===== src/design/stamofu_consts.svh =====
// store address unit constants

`ifndef STAMOFU_CONSTS_SVH
`define STAMOFU_CONSTS_SVH

// ---------------------------------------------------------
// lane count
// ---------------------------------------------------------

// default number of address lanes at the top level
`define STAMOFU_LANES 2

// ---------------------------------------------------------
// address and index widths
// ---------------------------------------------------------

`define VPN_WIDTH 20
// word offset is the page offset minus the byte bits
`define PO_WIDTH 12
`define CQ_INDEX_WIDTH 4

`endif

===== src/design/stamofu_pkg.sv =====
// store address unit types

`default_nettype none

`include "stamofu_consts.svh"

package stamofu_pkg;

    typedef enum logic [1:0] {
        KIND_STORE,
        KIND_AMO,
        KIND_FENCE
    } mem_kind_e;

    // only meaningful for stores
    typedef enum logic [1:0] {
        SIZE_B,
        SIZE_H,
        SIZE_W
    } store_size_e;

    typedef enum logic [1:0] {
        REQ_IDLE,
        REQ_ACTIVE,
        REQ_MISALIGNED
    } req_state_e;

    // ---------------------------------------------------------
    // issue record and request beat
    // ---------------------------------------------------------

    typedef struct packed {
        mem_kind_e                  kind;
        store_size_e                size;
        logic [3:0]                 amo_op;
        logic [11:0]                imm12;
        logic [31:0]                base;
        logic [31:0]                data;
        logic [`CQ_INDEX_WIDTH-1:0] cq_index;
    } stamofu_issue_t;

    typedef struct packed {
        mem_kind_e                  kind;
        store_size_e                size;
        logic [3:0]                 amo_op;
        // second beat of a split store
        logic                       is_mq;
        logic                       misaligned;
        logic                       misaligned_exception;
        logic [`VPN_WIDTH-1:0]      vpn;
        logic [`PO_WIDTH-3:0]       po_word;
        logic [3:0]                 byte_mask;
        logic [31:0]                write_data;
        logic [`CQ_INDEX_WIDTH-1:0] cq_index;
    } stamofu_req_t;

endpackage

`default_nettype wire


===== src/design/stamofu_addr_top.sv =====
// store address unit top

`timescale 1ns/10ps
`default_nettype none

`include "stamofu_consts.svh"

module stamofu_addr_top #(
    parameter int lane_count = `STAMOFU_LANES
) (
    input  wire                        CLK,
    input  wire                        nRST,
    input  wire                        issue_valid,
    input  wire stamofu_pkg::stamofu_issue_t issue,
    output logic                       issue_ready,
    output logic                       req_valid,
    output stamofu_pkg::stamofu_req_t  req,
    input  wire                        req_ack
);

    import stamofu_pkg::*;

    logic [lane_count-1:0] lane_issue_valid;
    logic [lane_count-1:0] lane_room;
    logic [lane_count-1:0] lane_req_valid;
    logic [lane_count-1:0] lane_req_ack;
    stamofu_req_t          lane_req [lane_count];

    stamofu_issue_steer #(
        .lane_count(lane_count)
    ) stamofu_issue_steer_i (
        .CLK(CLK),
        .nRST(nRST),
        .issue_valid(issue_valid),
        .issue_ready(issue_ready),
        .lane_room(lane_room),
        .lane_issue_valid(lane_issue_valid)
    );

    // issue record is shared, each lane gets its own valid
    for (genvar i = 0; i < lane_count; i++) begin : g_lane
        stamofu_addr_lane stamofu_addr_lane_i (
            .CLK(CLK),
            .nRST(nRST),
            .issue_valid(lane_issue_valid[i]),
            .issue(issue),
            .room(lane_room[i]),
            .req_valid(lane_req_valid[i]),
            .req(lane_req[i]),
            .req_ack(lane_req_ack[i])
        );
    end

    stamofu_req_arb #(
        .lane_count(lane_count)
    ) stamofu_req_arb_i (
        .CLK(CLK),
        .nRST(nRST),
        .lane_req_valid(lane_req_valid),
        .lane_req(lane_req),
        .lane_req_ack(lane_req_ack),
        .req_valid(req_valid),
        .req(req),
        .req_ack(req_ack)
    );

endmodule

`default_nettype wire


===== src/design/stamofu_req_arb.sv =====
// request arbiter

`timescale 1ns/10ps
`default_nettype none

module stamofu_req_arb #(
    parameter int lane_count = 2
) (
    input  wire                        CLK,
    input  wire                        nRST,
    input  wire  [lane_count-1:0]      lane_req_valid,
    input  wire stamofu_pkg::stamofu_req_t lane_req [lane_count],
    output logic [lane_count-1:0]      lane_req_ack,
    output logic                       req_valid,
    output stamofu_pkg::stamofu_req_t  req,
    input  wire                        req_ack
);

    localparam int idx_w = (lane_count > 1) ? $clog2(lane_count) : 1;

    logic [idx_w-1:0] last_idx;
    logic [idx_w-1:0] grant_idx;
    logic [idx_w-1:0] pick;
    logic [idx_w-1:0] cur;
    // beat waiting on ack
    logic             hold;
    // split store, second beat pending
    logic             locked;
    int               cand;

    // ---------------------------------------------------------
    // round robin after the last granted lane
    // ---------------------------------------------------------

    always_comb begin
        pick = last_idx;
        for (int i = lane_count; i >= 1; i--) begin
            cand = int'(last_idx) + i;
            if (cand >= lane_count) begin
                cand = cand - lane_count;
            end
            if (lane_req_valid[cand]) begin
                pick = idx_w'(cand);
            end
        end
    end

    assign cur = (hold | locked) ? grant_idx : pick;
    assign req_valid = lane_req_valid[cur];
    assign req = lane_req[cur];
    assign lane_req_ack = (req_valid & req_ack) ? (lane_count'(1) << cur) : '0;

    always_ff @(posedge CLK or negedge nRST) begin
        if (!nRST) begin
            hold <= 1'b0;
            locked <= 1'b0;
            grant_idx <= '0;
            last_idx <= idx_w'(lane_count - 1);
        end else if (req_valid) begin
            grant_idx <= cur;
            if (req_ack) begin
                hold <= 1'b0;
                last_idx <= cur;
                locked <= req.misaligned & ~req.is_mq;
            end else begin
                hold <= 1'b1;
            end
        end
    end

    a_arb_lock_mq: assert property (@(posedge CLK) disable iff (!nRST)
        locked |-> req_valid && req.is_mq);

endmodule

`default_nettype wire


===== src/design/stamofu_addr_lane.sv =====
// store address lane

`timescale 1ns/10ps
`default_nettype none

`include "stamofu_consts.svh"

module stamofu_addr_lane (
    input  wire                        CLK,
    input  wire                        nRST,
    input  wire                        issue_valid,
    input  wire stamofu_pkg::stamofu_issue_t issue,
    output logic                       room,
    output logic                       req_valid,
    output stamofu_pkg::stamofu_req_t  req,
    input  wire                        req_ack
);

    import stamofu_pkg::*;

    // hold stage
    logic           hold_valid;
    stamofu_issue_t hold_issue;
    logic [31:0]    hold_va;

    // request stage
    req_state_e     state;
    req_state_e     next_state;
    stamofu_issue_t stage_op;
    logic [31:0]    stage_va;
    logic [31:0]    stage_va_mq;
    logic [31:0]    beat_va;
    logic [1:0]     offset;
    logic           stall;
    logic           advance;
    logic           misaligned;
    logic           misaligned_exception;
    logic [3:0]     first_mask;
    logic [3:0]     second_mask;
    logic [31:0]    write_data;

    assign advance = hold_valid & ~stall;
    assign room = ~hold_valid | ~stall;

    // ---------------------------------------------------------
    // hold stage
    // ---------------------------------------------------------

    always_ff @(posedge CLK or negedge nRST) begin
        if (!nRST) begin
            hold_valid <= 1'b0;
        end else begin
            hold_valid <= issue_valid | (hold_valid & stall);
        end
    end

    always_ff @(posedge CLK) begin
        if (issue_valid) begin
            hold_issue <= issue;
        end
    end

    // AMOs address off the base alone
    always_comb begin
        if (hold_issue.kind == KIND_AMO) begin
            hold_va = hold_issue.base;
        end else begin
            hold_va = hold_issue.base + {{20{hold_issue.imm12[11]}}, hold_issue.imm12};
        end
    end

    // ---------------------------------------------------------
    // request stage
    // ---------------------------------------------------------

    always_ff @(posedge CLK) begin
        if (advance) begin
            stage_op <= hold_issue;
            stage_va <= hold_va;
            stage_va_mq <= hold_va + 32'd4;
        end
    end

    assign offset = stage_va[1:0];
    assign beat_va = (state == REQ_MISALIGNED) ? stage_va_mq : stage_va;
    assign misaligned_exception = (stage_op.kind == KIND_AMO) && (offset != 2'd0);

    always_comb begin
        // word mask is the default for AMO and fence
        case (offset)
            2'd0: first_mask = 4'b1111;
            2'd1: first_mask = 4'b1110;
            2'd2: first_mask = 4'b1100;
            default: first_mask = 4'b1000;
        endcase
        second_mask = 4'b0000;
        misaligned = 1'b0;
        if (stage_op.kind == KIND_STORE) begin
            case (stage_op.size)
                SIZE_B: begin
                    first_mask = 4'b0001 << offset;
                end
                SIZE_H: begin
                    // only offset 3 crosses the word
                    misaligned = (offset == 2'd3);
                    second_mask = 4'b0001;
                    case (offset)
                        2'd0: first_mask = 4'b0011;
                        2'd1: first_mask = 4'b0110;
                        2'd2: first_mask = 4'b1100;
                        default: first_mask = 4'b1000;
                    endcase
                end
                default: begin
                    misaligned = (offset != 2'd0);
                    case (offset)
                        2'd1: second_mask = 4'b0001;
                        2'd2: second_mask = 4'b0011;
                        2'd3: second_mask = 4'b0111;
                        default: second_mask = 4'b0000;
                    endcase
                end
            endcase
        end
    end

    // rotate left one byte per byte of offset
    always_comb begin
        case (offset)
            2'd0: write_data = stage_op.data;
            2'd1: write_data = {stage_op.data[23:0], stage_op.data[31:24]};
            2'd2: write_data = {stage_op.data[15:0], stage_op.data[31:16]};
            default: write_data = {stage_op.data[7:0], stage_op.data[31:8]};
        endcase
    end

    // ---------------------------------------------------------
    // request state machine
    // ---------------------------------------------------------

    always_comb begin
        stall = 1'b0;
        next_state = state;
        case (state)
            REQ_IDLE: begin
                next_state = hold_valid ? REQ_ACTIVE : REQ_IDLE;
            end
            REQ_ACTIVE: begin
                if (req_ack && misaligned) begin
                    // keep the op for the second word
                    stall = 1'b1;
                    next_state = REQ_MISALIGNED;
                end else if (req_ack) begin
                    next_state = hold_valid ? REQ_ACTIVE : REQ_IDLE;
                end else begin
                    stall = 1'b1;
                end
            end
            REQ_MISALIGNED: begin
                if (req_ack) begin
                    next_state = hold_valid ? REQ_ACTIVE : REQ_IDLE;
                end else begin
                    stall = 1'b1;
                end
            end
            default: begin
                next_state = REQ_IDLE;
            end
        endcase
    end

    always_ff @(posedge CLK or negedge nRST) begin
        if (!nRST) begin
            state <= REQ_IDLE;
        end else begin
            state <= next_state;
        end
    end

    assign req_valid = (state != REQ_IDLE);

    always_comb begin
        req.kind = stage_op.kind;
        req.size = stage_op.size;
        req.amo_op = stage_op.amo_op;
        req.is_mq = (state == REQ_MISALIGNED);
        req.misaligned = misaligned;
        req.misaligned_exception = misaligned_exception;
        req.vpn = beat_va[31 -: `VPN_WIDTH];
        req.po_word = beat_va[`PO_WIDTH-1:2];
        req.byte_mask = (state == REQ_MISALIGNED) ? second_mask : first_mask;
        req.write_data = write_data;
        req.cq_index = stage_op.cq_index;
    end

    a_lane_req_stable: assert property (@(posedge CLK) disable iff (!nRST)
        req_valid && !req_ack |=> req_valid && $stable(req));

    // a new op only lands on a free or moving hold stage
    a_lane_hold_free: assert property (@(posedge CLK) disable iff (!nRST)
        issue_valid |-> room);

endmodule

`default_nettype wire


===== src/design/stamofu_issue_steer.sv =====
// issue steering

`timescale 1ns/10ps
`default_nettype none

module stamofu_issue_steer #(
    parameter int lane_count = 2
) (
    input  wire                   CLK,
    input  wire                   nRST,
    input  wire                   issue_valid,
    output logic                  issue_ready,
    input  wire  [lane_count-1:0] lane_room,
    output logic [lane_count-1:0] lane_issue_valid
);

    localparam int idx_w = (lane_count > 1) ? $clog2(lane_count) : 1;

    logic [idx_w-1:0] ptr;
    logic [idx_w-1:0] sel;
    logic             accept;
    int               cand;

    // ---------------------------------------------------------
    // lane select
    // ---------------------------------------------------------

    // scan downward so the lane nearest the pointer wins
    always_comb begin
        sel = ptr;
        for (int i = lane_count - 1; i >= 0; i--) begin
            cand = int'(ptr) + i;
            if (cand >= lane_count) begin
                cand = cand - lane_count;
            end
            if (lane_room[cand]) begin
                sel = idx_w'(cand);
            end
        end
    end

    assign issue_ready = |lane_room;
    assign accept = issue_valid & issue_ready;
    assign lane_issue_valid = accept ? (lane_count'(1) << sel) : '0;

    // pointer moves past the lane that just took an op
    always_ff @(posedge CLK or negedge nRST) begin
        if (!nRST) begin
            ptr <= '0;
        end else if (accept) begin
            ptr <= (sel == idx_w'(lane_count - 1)) ? '0 : sel + 1'b1;
        end
    end

    // an issue only goes to a lane that reported room
    a_steer_room: assert property (@(posedge CLK) disable iff (!nRST)
        (lane_issue_valid & ~lane_room) == '0);

endmodule

`default_nettype wire


===== config.mk =====
export PLATFORM = sky130hd
export DESIGN_NAME = stamofu_addr_top
export DESIGN_NICKNAME = d
export VERILOG_FILES = /design/src/design/stamofu_pkg.sv /design/src/design/stamofu_addr_top.sv /design/src/design/stamofu_req_arb.sv /design/src/design/stamofu_addr_lane.sv /design/src/design/stamofu_issue_steer.sv
export VERILOG_INCLUDE_DIRS = /design/src /design/src/design
export SDC_FILE = /design/constraint.sdc
export NUM_CORES = 1
export LEC_CHECK = 0
export ABC_AREA = 1
export BUFFER_PORTS_ARGS = -buffer_cell sky130_fd_sc_hd__buf_2
export CORE_UTILIZATION = 35
export CTS_CLUSTER_SIZE = 40
export DETAILED_ROUTE_END_ITERATION = 16
export GPL_ROUTABILITY_DRIVEN = 1
export PLACE_DENSITY_LB_ADDON = 0.25
export SETUP_SLACK_MARGIN = 0.5
export SLEW_MARGIN = 0
export SYNTH_ARGS = -nofsm -noshare
export SYNTH_HDL_FRONTEND = slang
export SYNTH_SLANG_ARGS = --single-unit

===== constraint.sdc =====
create_clock -name CLK -period 19.2 [get_ports CLK]
set_input_delay 3.84 -clock CLK [delete_from_list [all_inputs] [get_ports CLK]]
set_output_delay 3.84 -clock CLK [all_outputs]
set_load 0.02 [all_outputs]

==> results of run 1 <==
-- worst paths after layout --
path / end / slack [ns] / cells after the start
worst min-delay path: g_lane[1].stamofu_addr_lane_i.stage_op[4] / 0.37 / 0
max in group asynchronous: stamofu_req_arb_i.last_idx / 15.80 / 1
worst max register to register: g_lane[0].stamofu_addr_lane_i.hold_issue[39] / 14.56 / 15
worst max-delay path: issue_ready / 10.35 / 10
min in group asynchronous: g_lane[1].stamofu_addr_lane_i.hold_valid / 3.12 / 1
worst min register to register: g_lane[1].stamofu_addr_lane_i.stage_op[4] / 0.37 / 0
-- synth_stat cells (2+ instances only) --
| library cell | count |
|---|---|
| o22ai_1 | 3 |
| clkinv_1 | 4 |
| nand3_4 | 4 |
| o31ai_1 | 33 |
| o21ai_1 | 5 |
| a221oi_1 | 33 |
| xnor2_1 | 7 |
| o21bai_1 | 3 |
| clkbuf_1 | 61 |
| a31oi_1 | 2 |
| nand2_4 | 4 |
| nor2_1 | 209 |
| nor2_4 | 15 |
| a21oi_1 | 77 |
| nand2_1 | 848 |
| nand3_1 | 152 |
| nand3b_1 | 14 |
| edfxtp_1 | 388 |
| buf_1 | 9 |
| inv_1 | 379 |
| mux2i_1 | 30 |
| and2_1 | 3 |
| buf_2 | 5 |
| ha_1 | 84 |
| a211oi_1 | 2 |
| or2_2 | 56 |
| a21boi_0 | 2 |
| nor3_2 | 7 |
| o21ai_2 | 5 |
| nand4_1 | 39 |
| nand3_2 | 10 |
| dfrtp_1 | 10 |
| a21oi_4 | 4 |
| nand2_2 | 28 |
| o21ai_0 | 54 |
| xor2_1 | 32 |
| inv_2 | 20 |
| o221ai_1 | 2 |
| nor2_2 | 26 |
| o211ai_1 | 63 |
| fa_1 | 2 |
| nor3_1 | 20 |
-- metrics by stage --
stage          util (%)  hold slack [ns]
6_report           40.4            0.374
5_1_grt            40.4            0.383
4_1_cts            40.4            0.371
3_5_place_dp       38.2            0.405
3_3_place_gp       38.2            0.401
2_1_floorplan         -            0.400
-- report_power, final --
group | internal (mW) | total [mW] | switching [mW]
clock | 0.504 | 0.868 | 0.365
combinational | 0.511 | 1.81 | 1.30
sequential | 1.23 | 1.32 | 0.0959
total | 2.24 | 4.00 | 1.76
-- layout by cell type (no fill, tap or decap), types with 45 or more instances in the layout --
| cell type | count |
|---|---|
| a21oi_1 | 77 |
| buf_2 | 174 |
| clkbuf_16 | 45 |
| edfxtp_1 | 388 |
| ha_1 | 83 |
| inv_1 | 377 |
| nand2_1 | 847 |
| nand3_1 | 152 |
| nor2_1 | 207 |
| o211ai_1 | 63 |
| o21ai_0 | 54 |
| or2_2 | 56 |
-- sequential cells by signal (all words and copies together) (netlist names) --
register and count:
g_lane.stamofu_addr_lane_i.req 24, g_lane.stamofu_addr_lane_i.stage_va_mq 64, g_lane.stamofu_addr_lane_i.stage_op 64, g_lane.stamofu_addr_lane_i.hold_valid 2, stamofu_req_arb_i.last_idx 1, g_lane.stamofu_addr_lane_i.hold_issue 176, g_lane.stamofu_addr_lane_i.stage_va 60, g_lane.stamofu_addr_lane_i.state 4
stamofu_issue_steer_i.ptr 1, stamofu_req_arb_i.locked 1, stamofu_req_arb_i.hold 1, stamofu_req_arb_i.grant_idx 1
-- final cells by class --
type	count	area share [%]
Clock inverter	22	1.04
Tap cell	873	4.02
Antenna cell	3	0.0276
Sequential cell	399	43.9
Inverter	404	5.60
Multi-Input combinational cell	1887	37.2
Timing Repair Buffer	195	3.78
Clock buffer	60	4.46
-- cells by family (layout without fill, tap and decap cells) --
family,count (synthesis),count (layout),share of synthesized area [%]
and+or+nand+nor,1438,1438,26.8
buffers and inverters,481,681,7.67
DFF,399,399,50.1
AOI/OAI and AO/OA,293,293,8.15
adders and majority gates,86,86,4.58
xor gates and xnor gates,40,40,1.50
muxes,30,30,1.26
other,0,3,0
-- routing by layer --
layer | up-vias | global-route usage (%) | share of wire [%]
met3 | 94 | 2.28 | 5.5
met1 | 9065 | 26.7 | 44
li1 | 9533 | - | -
met2 | 560 | 33.5 | 48
met4 | 0 | 5.66 | 2.6
met5 | - | 0 | 0
==> key figures, run 1 <==
Outcome
  • Outcome: finished, final reports clean

Cells and area
  • Sequential cell area: 11,900 µm²
  • Cell area after layout: 27,200 µm²
  • Fill cells: 6,731
  • Multi-input logic area: 10,100 µm²
  • Area growth, synth to finish: 14.1%
  • Fraction of layout cells with a size suffix above 1: 15.1%
  • Non-filler cells, final: 3,843
  • Final #Nets: 3,110

Synthesis
  • Async SR Flop Fraction: 2.76%
  • Ys Warns: 0
  • Ys flop type: edfxtp_1
  • Sequential area share after synthesis: 50.1%
  • Cell area after synthesis: 23,800 µm²
  • Yosys cell types: 55
  • Mapped Nets: 2,945
  • Seq cells post-synth: 399
  • Mapped Avg Cell Area: 8.61 µm²
  • Mapped Cells: 2,767
  • Synth area leader: edfxtp_1
  • Top post-synthesis cells by area: edfxtp_1 49%, nand2_1 13%, inv_1 6.0%
  • Post-synth top area share: 48.9%
  • Post-synth EDFFs: 388

Hold path
  • HP Start: g_lane[1].stamofu_addr_lane_i.hold_issue[4]
  • Tightest Hold Check Type: reg2reg

Setup path
  • R2R Path Start: g_lane[1].stamofu_addr_lane_i.state[1]
  • Crit path capture type: output pin
  • Slowest CP cell: nor2_1
  • Worst endpoint required time: 15.36 ns
  • Top Family by Delay on Critical Path: simple AND/OR/NAND/NOR gates
  • Worst-path fanout max: 5
  • Critical path's most frequent cell: nand2_1
  • WP buf/inv: 4
  • Critical path cell sequence: buf_2 > inv_1 > nor2_1 > nand2_1 > nand2_1 > nand2_1 > nand3_1 > inv_1 > nand2_1 > buf_2
  • Setup crit start kind: primary input
  • CP max stage delay: 0.19 ns
  • Worst Setup SP: req_ack
  • Critical path arrival: 5.01 ns
  • Critical path type: in2out

Flow run
  • Max_cap viols: 0

Global routing
  • Pin count of the biggest net entering global routing: 90
  • GRT overflow: 0
  • Global Route Usage Sum: 19.8%
  • Global-route wire length before repair: 105 mm
  • Initial antenna violation count: 3
  • Vias in the first global route: 17,700

Timing
  • Min Clock Period, post-route: 8.85 ns
  • Final worst slack: 10.35 ns
  • Worst slew pin tran: 1.13 ns
  • Post-Route Skew: 0.0429 ns
  • Max Clk Rate: 113 MHz
  • Hold violation count in the final report: 0
  • Setup-failing EPs final: 0
  • Setup TNS: 0 ns
  • Final worst-path cycle share: 46.1%
  • Final Max Slew Viols: 0
  • RSZ-0062 raised after global routing: false
  • Max_slew headroom: 24.5%

Detailed routing
  • Antenna Nets Post-Route: 0
  • Routed vias: 19,300
  • DR iter-0 viols: 1,657
  • Routed wire length: 69.2 mm
  • Drt drc: 0
  • Pre-antenna DRT Iters: 5
  • Vias per cell: 5.01
  • Drt wl/cell: 18.0 µm

Clock network
  • Clock slew at reported path FFs: 0.06 ns
  • Clk_lat worst skew: 0.60 ns
  • Post-cts sizing count: 0
  • CTS tree: yes
  • Clk buf depth: 3
  • Root Driver: clkbuf_16
  • Post-CTS Setup Inserts: 0
  • CTS sink count: 399
  • Hold buffers post-CTS: 0
  • CTS Buf Count: 45
  • CTS H-tree depth: 2

Die
  • Io pins: 175
  • Die H: 263 µm
  • Starting Density: 35.4%
  • FP Rows: 95
  • Die X: 263 µm
  • Die area: 69,100 µm²
  • Core area: 67,300 µm²

Pwr
  • Final Power: 4.00 mW
  • Power density over the cells: 147 nW/µm²
  • Maximum VDD drop: 0.0991 mV
  • P_leak: 11.8 nW

Place
  • Post-place instance area: 25,700 µm²
  • Final Wtd Congestion: 0.912
  • Port buffer count: 174
  • Place WS: 10.34 ns
  • DP HPWL: 52.2 mm
  • DP Cell Count: 3,758
Power figures use the tool's default switching activity.
==> inputs of run 2 (changes only) <==
Clock period 19.2 ns to 7.7 ns, I/O delays scaled along.
==> run 2 against run 1 <==
Against the previous run: final cell count increased by 0.10%; core utilization increased by 0.12 points; routed wire length about the same; die area unchanged; power increased to 2.5 times the previous value.
==> key figures, run 2 (synthesis gave the netlist of run 1 again) <==
Cells and area
  • Max FFs per register: 176
  • Non-filler cells, final: 3,847
  • Final #Nets: 3,112
  • Fraction of layout cells with a size suffix above 1: 15.5%
  • Cell area after layout: 27,300 µm²
  • Biggest register: g_lane.stamofu_addr_lane_i.hold_issue
  • Layout Utilization: 40.5%
  • Commonest non-fill, non-tap cell in the layout: nand2_1
  • Fill cells: 6,724
  • Area growth, synth to finish: 14.4%
  • Regs by FF count: g_lane.stamofu_addr_lane_i.hold_issue x176, g_lane.stamofu_addr_lane_i.stage_op x64, g_lane.stamofu_addr_lane_i.stage_va_mq x64
  • Most frequent cells in the layout: 847 x nand2_1, 388 x edfxtp_1, 377 x inv_1, 207 x nor2_1, 174 x buf_2

Detailed routing
  • Vias per cell: 4.96
  • Pre-antenna DRT Iters: 5
  • Drt wl/cell: 18.0 µm
  • Antenna Nets Post-Route: 0
  • DR iter-0 viols: 1,593
  • Routed vias: 19,100
  • Routed wire length: 69.1 mm
  • Drt drc: 0

Clock network
  • CTS H-tree depth: 2
  • CTS Buf Count: 46
  • Post-cts sizing count: 0
  • Clk buf depth: 3
  • Hold buffers post-CTS: 0
  • Clk_lat worst skew: 0.62 ns
  • CTS tree: yes
  • Clock slew at reported path FFs: 0.06 ns
  • CTS sink count: 399
  • Root Driver: clkbuf_16
  • Post-CTS Setup Inserts: 0

Hold path
  • Tightest Hold Check Type: reg2reg
  • Worst hold stages: 0

Global routing
  • Initial antenna violation count: 5
  • GRT overflow: 0
  • Global-route wire length before repair: 105 mm
  • Global Route Usage Sum: 19.8%
  • Vias in the first global route: 17,800
  • Pin count of the biggest net entering global routing: 89

Die
  • Io pins: 175
  • Die H: 263 µm
  • Die area: 69,100 µm²
  • Die X: 263 µm
  • Starting Density: 35.4%
  • FP Rows: 95
  • Core area: 67,300 µm²

Timing
  • Worst slew pin tran: 1.10 ns
  • Final worst-path cycle share: 68.1%
  • Final Max Slew Viols: 0
  • RSZ-0062 raised after global routing: false
  • Min Clock Period, post-route: 5.24 ns
  • Max_slew headroom: 26.3%
  • Setup TNS: 0 ns
  • Post-Route Skew: 0.0416 ns
  • Max Clk Rate: 191 MHz
  • Setup-failing EPs final: 0
  • Hold violation count in the final report: 0

Setup path
  • Worst endpoint required time: 6.16 ns
  • Setup crit start kind: register
  • Crit path capture type: output pin
  • Critical path arrival: 3.70 ns
  • Worst-path fanout max: 88
  • Critical path type: reg2out
  • R2R depth: 15

Flow run
  • Max_cap viols: 0

Place
  • Final Wtd Congestion: 0.890
  • DP Cell Count: 3,759
  • Port buffer count: 174
  • Post-place instance area: 25,700 µm²
  • DP HPWL: 52.3 mm

Pwr
  • Maximum VDD drop: 0.225 mV
  • Power density over the cells: 368 nW/µm²
  • P_leak: 11.8 nW
  • Final Power: 10.0 mW

Outcome
  • Outcome: finished, final reports clean
## run 2: path summary, 6_finish.rpt
| kind | from | to | slack, ns |
|---|---|---|---|
| min reg2reg | g_lane[0].stamofu_addr_lane_i.hold_issue[20] | g_lane[0].stamofu_addr_lane_i.stage_op[20] | 0.39 |
| max | g_lane[1].stamofu_addr_lane_i.state[0] | issue_ready | 2.46 |
| max reg2reg | g_lane[1].stamofu_addr_lane_i.state[0] | g_lane[0].stamofu_addr_lane_i.hold_issue[20] | 3.15 |
| min in group asynchronous | nRST | stamofu_req_arb_i.locked | 0.80 |
| max in group asynchronous | nRST | stamofu_req_arb_i.last_idx | 6.63 |
| min | g_lane[0].stamofu_addr_lane_i.hold_issue[20] | g_lane[0].stamofu_addr_lane_i.stage_op[20] | 0.39 |
## run 2: where the power goes
group / total [mW] / switching (mW) / internal [mW]
registers: 3.31 / 0.251 / 3.06
logic: 4.47 / 3.19 / 1.27
clock network: 2.26 / 0.943 / 1.32
total: 10.0 / 4.39 / 5.65
## run 2: cell type report
class                           count  area, µm²  share of cell area [%]
Tap cell                          873       1090                    4.01
Antenna cell                        4       10.0                  0.0367
Multi-Input combinational cell   1887      10100                    37.1
Timing Repair Buffer              196       1040                    3.80
Sequential cell                   399      11900                    43.8
Inverter                          404       1520                    5.58
Clock buffer                       56       1220                    4.47
Clock inverter                     28        345                    1.27
## run 2: worst max-delay path: stages (launching register included)
cell       delay [ns]
dfrtp_1          0.41
inv_1            0.10
ha_1             0.24
o2111ai_1        0.17
nand2_2          0.09
buf_4            0.70
a21oi_1          0.25
nor2_1           0.26
nand2_1          0.16
nand2_1          0.14
nand2_1          0.10
nand3_1          0.12
inv_1            0.09
nand2_1          0.09
buf_2            0.17
## run 2: through the flow
stage,hold slack [ns],worst slack [ns]
finish,0.387,2.46
global route,0.385,2.12
CTS,0.389,2.42
detailed placement,0.405,3.10
global placement,0.400,3.14
floorplan,0.400,1.32
## run 2: layer usage
layer	wire length [µm]	vias up	global-route usage [%]
met2	32800	547	33.3
met5	0	-	0
li1	-	9529	-
met1	31700	8926	27.3
met3	3440	70	2.32
met4	1190	0	4.49
